<file path="config.mk">
export PLATFORM = sky130hd
export DESIGN_NAME = cpu_datapath
export DESIGN_NICKNAME = d
export VERILOG_FILES = /design/src/lc3b_pkg.sv /design/src/fetch_stage.sv /design/src/reg_file.sv /design/src/decode_stage.sv /design/src/execute_stage.sv /design/src/mem_stage.sv /design/src/cpu_datapath.sv
export SDC_FILE = /design/constraint.sdc
export NUM_CORES = 1
export LEC_CHECK = 0
export BUFFER_PORTS_ARGS = -buffer_cell sky130_fd_sc_hd__buf_2
export CAP_MARGIN = 10
export CORE_ASPECT_RATIO = 1.5
export CORE_MARGIN = 8
export CORE_UTILIZATION = 55
export CTS_CLUSTER_DIAMETER = 150
export DETAILED_ROUTE_END_ITERATION = 16
export GPL_TIMING_DRIVEN = 0
export HOLD_SLACK_MARGIN = 0.03
export PLACE_DENSITY = 0.72
export SETUP_SLACK_MARGIN = 0.1
export SLEW_MARGIN = 20
export SYNTH_ARGS = -nofsm -noshare
export SYNTH_HDL_FRONTEND = slang
export SYNTH_SLANG_ARGS = --single-unit
</file>
<file path="constraint.sdc">
create_clock -name clk -period 4.2 [get_ports clk]
set_input_delay 0.63 -clock clk [delete_from_list [all_inputs] [get_ports clk]]
set_output_delay 0.63 -clock clk [all_outputs]
set_load 0.01 [all_outputs]
</file>
<file path="src/lc3b_pkg.sv">
package lc3b_pkg;

    typedef logic [15:0] lc3b_word;
    typedef logic [2:0]  lc3b_reg;
    typedef logic [2:0]  lc3b_nzp;

    // LC-3b encodings for the supported subset
    typedef enum logic [3:0] {
        op_br  = 4'b0000,
        op_add = 4'b0001,
        op_and = 4'b0101,
        op_ldr = 4'b0110,
        op_str = 4'b0111,
        op_not = 4'b1001
    } lc3b_opcode;

    typedef enum logic [1:0] {
        alu_add,
        alu_and,
        alu_not,
        alu_pass
    } alu_op_t;

    // ADD, AND, NOT view
    typedef struct packed {
        lc3b_opcode opcode;
        lc3b_reg    dest;     // Also the nzp field of BR and the source of STR
        lc3b_reg    src1;     // Base register for LDR/STR
        logic       imm_flag;
        logic [4:0] imm5;     // src2 sits in the low three bits
    } reg_form_t;

    // BR, LDR, STR view
    typedef struct packed {
        lc3b_opcode opcode;
        lc3b_nzp    nzp;
        logic [8:0] offset9;  // offset6 is the low six bits
    } offset_form_t;

    typedef union packed {
        reg_form_t    reg_form;
        offset_form_t offset_form;
    } lc3b_instr;

    typedef struct packed {
        alu_op_t alu_op;
        logic    use_imm;
        logic    load_regfile;
        logic    set_cc;
        logic    mem_read;
        logic    mem_write;
        logic    is_branch;
        lc3b_nzp nzp;
    } lc3b_control_word;

    typedef struct packed {
        lc3b_word pc;
        lc3b_word instruction;
    } if_id_t;

    typedef struct packed {
        lc3b_control_word ctrl;
        lc3b_reg          dest;
        lc3b_word         pc;
        lc3b_word         instruction;
        lc3b_word         src1_data;
        lc3b_word         src2_data;
    } id_ex_t;

    typedef struct packed {
        lc3b_control_word ctrl;
        lc3b_reg          dest;
        lc3b_word         alu;
        lc3b_word         addr;       // Address adder result
        lc3b_word         pc;
        lc3b_word         src2_data;  // Store data
    } ex_mem_t;

    localparam lc3b_word reset_pc = 16'h0000;

endpackage : lc3b_pkg

</file>
<file path="src/fetch_stage.sv">
`timescale 1ns/1ps

module fetch_stage import lc3b_pkg::*; (
    input  logic     clk,
    input  logic     rst,
    input  logic     hold,
    input  logic     resp_a,
    input  lc3b_word rdata_a,
    input  logic     branch_taken,
    input  lc3b_word branch_target,
    output logic     read_a,
    output lc3b_word address_a,
    output logic     stall_fetch,
    output if_id_t   if_out
);

    lc3b_word pc;
    lc3b_word instr_q;
    logic     active;      // Low for one cycle after reset
    logic     have_word;   // Word latched while the pipeline was held
    logic     word_ready;

    assign read_a     = active & ~have_word;
    assign address_a  = pc;
    assign word_ready = have_word | (read_a & resp_a);
    assign stall_fetch = ~word_ready;

    assign if_out.pc          = pc;
    assign if_out.instruction = have_word ? instr_q : rdata_a;

    always_ff @(posedge clk) begin
        if (rst) begin
            pc        <= reset_pc;
            active    <= 1'b0;
            have_word <= 1'b0;
        end else begin
            active <= 1'b1;
            if (word_ready && !hold) begin
                // Taken branch lands after its three slots
                pc        <= branch_taken ? branch_target : pc + 16'd2;
                have_word <= 1'b0;
            end else if (read_a && resp_a) begin
                have_word <= 1'b1;
            end
        end
    end

    always_ff @(posedge clk) begin
        if (read_a && resp_a)
            instr_q <= rdata_a;
    end

endmodule : fetch_stage

</file>
<file path="src/reg_file.sv">
`timescale 1ns/1ps

module reg_file import lc3b_pkg::*; (
    input  logic     clk,
    input  logic     rst,
    input  logic     load,
    input  lc3b_reg  dest,
    input  lc3b_word din,
    input  lc3b_reg  src1,
    input  lc3b_reg  src2,
    output lc3b_word src1_data,
    output lc3b_word src2_data
);

    lc3b_word regs [8];

    always_ff @(posedge clk) begin
        if (rst) begin
            for (int i = 0; i < 8; i++)
                regs[i] <= '0;
        end else if (load) begin
            regs[dest] <= din;
        end
    end

    // Write in the same cycle wins over the stored value
    assign src1_data = (load && dest == src1) ? din : regs[src1];
    assign src2_data = (load && dest == src2) ? din : regs[src2];

endmodule : reg_file

</file>
<file path="src/decode_stage.sv">
`timescale 1ns/1ps

module decode_stage import lc3b_pkg::*; (
    input  logic     clk,
    input  logic     rst,
    input  if_id_t   id_in,
    input  logic     wb_load,
    input  lc3b_reg  wb_dest,
    input  lc3b_word wb_data,
    output id_ex_t   id_out
);

    lc3b_instr        instr;
    lc3b_control_word ctrl;
    lc3b_reg          src2_sel;
    lc3b_word         src1_data;
    lc3b_word         src2_data;

    assign instr = id_in.instruction;

    always_comb begin
        ctrl        = '0;
        ctrl.alu_op = alu_pass;
        case (instr.reg_form.opcode)
            op_add: begin
                ctrl.alu_op       = alu_add;
                ctrl.use_imm      = instr.reg_form.imm_flag;
                ctrl.load_regfile = 1'b1;
                ctrl.set_cc       = 1'b1;
            end
            op_and: begin
                ctrl.alu_op       = alu_and;
                ctrl.use_imm      = instr.reg_form.imm_flag;
                ctrl.load_regfile = 1'b1;
                ctrl.set_cc       = 1'b1;
            end
            op_not: begin
                ctrl.alu_op       = alu_not;
                ctrl.load_regfile = 1'b1;
                ctrl.set_cc       = 1'b1;
            end
            op_br: begin
                ctrl.is_branch = 1'b1;
                ctrl.nzp       = instr.reg_form.dest;  // nzp 000 is the NOP
            end
            op_ldr: begin
                ctrl.mem_read     = 1'b1;
                ctrl.load_regfile = 1'b1;
                ctrl.set_cc       = 1'b1;
            end
            op_str: begin
                ctrl.mem_write = 1'b1;
            end
            default: ;
        endcase
    end

    // STR reads its store data through the dest field
    assign src2_sel = (instr.reg_form.opcode == op_str) ? instr.reg_form.dest
                                                        : instr.reg_form.imm5[2:0];

    reg_file regs_i (
        .clk       (clk),
        .rst       (rst),
        .load      (wb_load),
        .dest      (wb_dest),
        .din       (wb_data),
        .src1      (instr.reg_form.src1),
        .src2      (src2_sel),
        .src1_data (src1_data),
        .src2_data (src2_data)
    );

    assign id_out.ctrl        = ctrl;
    assign id_out.dest        = instr.reg_form.dest;
    assign id_out.pc          = id_in.pc;
    assign id_out.instruction = id_in.instruction;
    assign id_out.src1_data   = src1_data;
    assign id_out.src2_data   = src2_data;

endmodule : decode_stage

</file>
<file path="src/execute_stage.sv">
`timescale 1ns/1ps

module execute_stage import lc3b_pkg::*; (
    input  id_ex_t  ex_in,
    output ex_mem_t ex_out
);

    lc3b_instr instr;
    lc3b_word  imm5_sext;
    lc3b_word  operand_b;
    lc3b_word  alu_result;
    lc3b_word  off9_word;
    lc3b_word  off6_word;
    lc3b_word  adder_base;
    lc3b_word  adder_offset;

    assign instr = ex_in.instruction;

    assign imm5_sext = {{11{instr.reg_form.imm5[4]}}, instr.reg_form.imm5};
    assign operand_b = ex_in.ctrl.use_imm ? imm5_sext : ex_in.src2_data;

    always_comb begin
        case (ex_in.ctrl.alu_op)
            alu_add: alu_result = ex_in.src1_data + operand_b;
            alu_and: alu_result = ex_in.src1_data & operand_b;
            alu_not: alu_result = ~ex_in.src1_data;
            default: alu_result = ex_in.src1_data;
        endcase
    end

    // Word offsets, scaled to bytes
    assign off9_word = {{6{instr.offset_form.offset9[8]}}, instr.offset_form.offset9, 1'b0};
    assign off6_word = {{9{instr.offset_form.offset9[5]}}, instr.offset_form.offset9[5:0], 1'b0};

    assign adder_base   = ex_in.ctrl.is_branch ? ex_in.pc + 16'd2 : ex_in.src1_data;
    assign adder_offset = ex_in.ctrl.is_branch ? off9_word : off6_word;

    assign ex_out.ctrl      = ex_in.ctrl;
    assign ex_out.dest      = ex_in.dest;
    assign ex_out.alu       = alu_result;
    assign ex_out.addr      = adder_base + adder_offset;
    assign ex_out.pc        = ex_in.pc;
    assign ex_out.src2_data = ex_in.src2_data;

endmodule : execute_stage

</file>
<file path="src/mem_stage.sv">
`timescale 1ns/1ps

module mem_stage import lc3b_pkg::*; (
    input  logic     clk,
    input  logic     rst,
    input  ex_mem_t  mem_in,
    input  logic     resp_b,
    input  lc3b_word rdata_b,
    output logic     read_b,
    output logic     write_b,
    output lc3b_word address_b,
    output lc3b_word wdata_b,
    output logic     stall_mem,
    output logic     branch_taken,
    output logic     wb_load,
    output lc3b_reg  wb_dest,
    output lc3b_word wb_data
);

    lc3b_nzp cc;
    lc3b_nzp cc_next;
    logic    access;

    assign read_b    = mem_in.ctrl.mem_read;
    assign write_b   = mem_in.ctrl.mem_write;
    assign address_b = mem_in.addr;
    assign wdata_b   = mem_in.src2_data;

    assign access    = read_b | write_b;
    assign stall_mem = access & ~resp_b;

    assign wb_dest = mem_in.dest;
    assign wb_data = mem_in.ctrl.mem_read ? rdata_b : mem_in.alu;

    // A load only writes back in its resp_b cycle
    assign wb_load = mem_in.ctrl.load_regfile & (~mem_in.ctrl.mem_read | resp_b);

    always_comb begin
        if (wb_data[15])
            cc_next = 3'b100;
        else if (wb_data == '0)
            cc_next = 3'b010;
        else
            cc_next = 3'b001;
    end

    always_ff @(posedge clk) begin
        if (rst)
            cc <= 3'b010;  // All registers start at zero
        else if (wb_load && mem_in.ctrl.set_cc)
            cc <= cc_next;
    end

    assign branch_taken = mem_in.ctrl.is_branch & |(mem_in.ctrl.nzp & cc);

endmodule : mem_stage

</file>
<file path="src/cpu_datapath.sv">
`timescale 1ns/1ps

module cpu_datapath import lc3b_pkg::*; (
    input  logic       clk,
    input  logic       rst,

    input  logic       resp_a,
    input  lc3b_word   rdata_a,
    output logic       read_a,
    output logic       write_a,
    output logic [1:0] wmask_a,
    output lc3b_word   address_a,
    output lc3b_word   wdata_a,

    input  logic       resp_b,
    input  lc3b_word   rdata_b,
    output logic       read_b,
    output logic       write_b,
    output logic [1:0] wmask_b,
    output lc3b_word   address_b,
    output lc3b_word   wdata_b
);

    if_id_t   if_out, if_id;
    id_ex_t   id_out, id_ex;
    ex_mem_t  ex_out, ex_mem;

    logic     stall_fetch;
    logic     stall_mem;
    logic     stall;
    logic     mem_done;
    logic     branch_taken;
    logic     wb_load;
    lc3b_reg  wb_dest;
    lc3b_word wb_data;

    assign stall = stall_fetch | stall_mem;

    // Port B finished but fetch still holds the pipeline
    assign mem_done = stall & ~stall_mem & (ex_mem.ctrl.mem_read | ex_mem.ctrl.mem_write);

    assign write_a = 1'b0;
    assign wdata_a = '0;
    assign wmask_a = 2'b11;
    assign wmask_b = 2'b11;   // Word accesses only

    fetch_stage fetch_i (
        .clk           (clk),
        .rst           (rst),
        .hold          (stall),
        .resp_a        (resp_a),
        .rdata_a       (rdata_a),
        .branch_taken  (branch_taken),
        .branch_target (ex_mem.addr),
        .read_a        (read_a),
        .address_a     (address_a),
        .stall_fetch   (stall_fetch),
        .if_out        (if_out)
    );

    decode_stage decode_i (
        .clk     (clk),
        .rst     (rst),
        .id_in   (if_id),
        .wb_load (wb_load),
        .wb_dest (wb_dest),
        .wb_data (wb_data),
        .id_out  (id_out)
    );

    execute_stage execute_i (
        .ex_in  (id_ex),
        .ex_out (ex_out)
    );

    mem_stage mem_i (
        .clk          (clk),
        .rst          (rst),
        .mem_in       (ex_mem),
        .resp_b       (resp_b),
        .rdata_b      (rdata_b),
        .read_b       (read_b),
        .write_b      (write_b),
        .address_b    (address_b),
        .wdata_b      (wdata_b),
        .stall_mem    (stall_mem),
        .branch_taken (branch_taken),
        .wb_load      (wb_load),
        .wb_dest      (wb_dest),
        .wb_data      (wb_data)
    );

    always_ff @(posedge clk) begin
        if (rst) begin
            if_id  <= '0;
            id_ex  <= '0;
            ex_mem <= '0;
        end else if (!stall) begin
            if_id  <= if_out;
            id_ex  <= id_out;
            ex_mem <= ex_out;
        end else if (mem_done) begin
            // Retire the access so it is neither repeated nor written back twice
            ex_mem.ctrl.mem_read     <= 1'b0;
            ex_mem.ctrl.mem_write    <= 1'b0;
            ex_mem.ctrl.load_regfile <= 1'b0;
            ex_mem.ctrl.set_cc       <= 1'b0;
        end
    end

endmodule : cpu_datapath

</file>
==> flow_summary_export.csv <==
group,metric,value,unit
run_status,status,"complete, no violations",
setup_path,endpoint_kind,"register",
grt,antenna_found_initial,0,
hold_path,hp-start,"rdata_a[12]",
power_and_ir_drop,ir_drop,0.0003623,V
clock_tree,h-tree-depth,2,
clock_tree,hold_buffers,0,
placement,dp_slack,358.4,ps
floorplan,die_area,37180,um2
routing,wl_per_cell,24.15,um
routing,vias_per_cell,6.083,
cells_and_area,fin_nets,1945,
logic_synthesis,synthArstFlopShare,0,
cells_and_area,area_delta_synth_final,12.59,%
logic_synthesis,postSynthAreaPerCell,9.895,um2
setup_path,critPathMaxFanout,10,
cells_and_area,layout-drive-gt1-share,0.1629,
grt,track_usage,0.2970,
logic_synthesis,synth_area_leader_cell,"edfxtp_1",
sta,fmax,257.2,MHz
sta,fin_crit,3888,ps
floorplan,fp.dieH,232.2,um
logic_synthesis,ys_seq_area_frac,0.4637,
grt,grt_overflow,0,
grt,busiest_layer,"met2",
cells_and_area,diodes,0,
floorplan,rows,79,
routing,wl,55.58,mm
sta,finalSetupViolCount,0,
sta,max-slew-margin-rel,0.1932,
logic_synthesis,synthCells,1732,
clock_tree,clock-root-buffer,"clkbuf_16",
clock_tree,cts_setup_buffers,0,
setup_path,worstPathRequired,4610,ps
routing,drt_first_pass_iters,5,
setup_path,crit-reg2reg-launch,"id_ex[70]",
sta,rsz0062_at_grt,"no",
run,drv_cap,0,
setup_path,crit_type,"reg2reg",
grt,grt_first_pass_wirelength,84.41,mm
routing,drtIter0Drc,1109,
sta,skew,15.98,ps
grt,grt_pass1_vias,14510,
sta,worst_pin_slew,1206,ps
grt,grt_use_met3,0.05128,
routing,ant_nets,0,
logic_synthesis,netlist_area,17140,um2
hold_path,hp-class,"in2reg",
routing,route.detailed.drc,0,
sta,slew_viol_final,0,
grt,grt_max_degree,17,
sta,setup_ws,312.4,ps
logic_synthesis,yosysTopAreaCellShare,0.2523,
logic_synthesis,synthFlopType,"dfxtp_1",
clock_tree,cts_tree,"done",
sta,finalSetupTns,0,ps
clock_tree,clock_sinks,325,
logic_synthesis,synthDistinctLibCells,74,
grt,grt_use_met1,0.2900,
placement,detailedPlacementHpwl,43.11,mm
floorplan,io_pins,108,
power_and_ir_drop,p_per_area,388.8,nW/um2
setup_path,worstPathArrival,4300,ps
clock_tree,clockBufferDepth,3,
clock_tree,clk_latency,540,ps
placement,place.port_buffers,85,
logic_synthesis,ys_seq_elements,325,
setup_path,start_kind,"register",
floorplan,start_util,0.5557,
placement,place.gp.congestion,0.9831,
sta,hold_viol,0,
routing,vias,14000,
floorplan,core-area,30840,um2
logic_synthesis,yosys_warnings,0,
clock_tree,clk_pin_slew,60,ps
cells_and_area,layout_common_cells,"272 x nand2_1, 207 x nor2_1, 181 x dfxtp_1, 163 x a21oi_1, 144 x edfxtp_1",
sta,period_share,0.9256,
logic_synthesis,synth_area_leaders,"edfxtp_1 25%, dfxtp_1 21%, mux4_2 8.4%, nand2_1 6.0%, mux2i_1 5.2%",
power_and_ir_drop,leakagePower,7.268,nW
cells_and_area,mostFrequentLayoutCell,"nand2_1",
logic_synthesis,synth_edf_count,144,
setup_path,cp-startpoint,"id_ex[70]",
floorplan,die_w,160.1,um
clock_tree,cts_buffers,34,
grt,met2_usage,0.5417,
==> layout make-up <==
type,count,area (um2)
clock buffers,47,950.9
well taps,405,506.7
flip-flops and latches,325,7948
clock inverters,14,190.2
fillers,2669,11540
inverters,27,101.3
multi-input cells,1207,8145
repair buffers,85,425.4
plain buffers,192,1028
==> worst max-delay path, cell delays in order (launching register included) <==
cell and delay (ps):
dfxtp_1 300, clkbuf_1 290, clkbuf_1 560, clkbuf_1 540, nand2_1 110, nand2_1 420
ha_1 330, a21o_1 190, a21o_1 180, a21o_1 200, o211ai_1 320, and2_1 180
o211ai_1 90
==> cells by family (layout without fill, tap and decap cells) <==
family,after synthesis,after routing,share of synthesized area
compound gates,355,355,0.1310
xor+xnor,45,45,0.02300
fa+ha+maj,37,37,0.02789
buf+inv,219,365,0.06592
flops,325,325,0.4637
mux,161,161,0.1428
other cells,2,21,0.0004382
simple gates,588,588,0.1453
==> per-layer routing <==
layer / wire length [um] / vias up / part of all wire
li1: - / 6396 / -
met3: 3474 / 232 / 0.063
met5: 0 / - / 0
met2: 28730 / 663 / 0.52
met1: 18570 / 6711 / 0.33
met4: 4809 / 0 / 0.087
==> per-stage QoR <==
step             util  hold slack (ps)  cell area (um2)  std cells  total power [mW]
3_5_place_dp   0.5885            443.7            18150       2241             4.397
4_1_cts        0.6255            273.8            19290       2302             7.506
3_3_place_gp   0.5883            436.9            18140       2241             4.377
6_report       0.6257            290.3            19300       2302             7.503
2_1_floorplan       -            431.3            17210       1751             4.099
5_1_grt        0.6257            278.4            19300       2302             7.714
==> sequential cells by signal, summed over array words and instances (netlist names) <==
register	count
decode_i.regs_i.regs	128
id_ex	70
ex_mem	58
if_id	32
fetch_i.address_a	16
fetch_i.instr_q	16
mem_i.cc	3
fetch_i.active	1
fetch_i.have_word	1
==> power by group <==
group          leakage (nW)  total [mW]  internal, mW  switching (mW)
clock                 0.544        3.15          1.85            1.31
sequential             2.94        3.49          3.40          0.0922
combinational          3.78       0.856         0.324           0.532
total                  7.27        7.50          5.57            1.93
==> path summary, 6_finish.rpt <==
path / depth (start not counted) / end / slack [ps]
worst max-delay path: 12 / ex_mem[47] / 310
worst min-delay path: 1 / fetch_i.instr_q[12] / 290
worst max register to register: 12 / ex_mem[47] / 310
worst min register to register: 2 / ex_mem[7] / 450
==> what timing repair did <==
item,4_1_cts,5_1_grt
hold endpoints to repair,0,0
setup endpoints to repair,0,1
resized for setup,0,1
==> cells in the mapped netlist, types with 4 or more instances <==
cell type / instances
nand4_1: 9
o31ai_1: 6
xor2_1: 27
mux4_2: 64
o22ai_1: 4
o21ai_1: 4
nor2_1: 207
ha_1: 35
o221ai_2: 7
and2_1: 6
clkbuf_1: 98
buf_2: 12
mux2_2: 4
and3_1: 6
o221ai_1: 9
nor3_1: 10
a31oi_1: 7
o21a_1: 11
nor2b_1: 10
a22oi_1: 7
nand2_1: 272
xnor2_1: 18
buf_4: 73
inv_1: 26
a21oi_1: 163
a211oi_1: 36
o21bai_1: 4
nand2b_1: 10
o21ai_0: 38
a21o_1: 16
o211ai_1: 12
mux2i_1: 89
and4_1: 7
edfxtp_1: 144
dfxtp_1: 181
a221oi_1: 4
buf_1: 7
nand3_1: 28
nor3b_1: 5
nand3b_1: 4
Note: power is estimated with default switching activity, not from simulation.
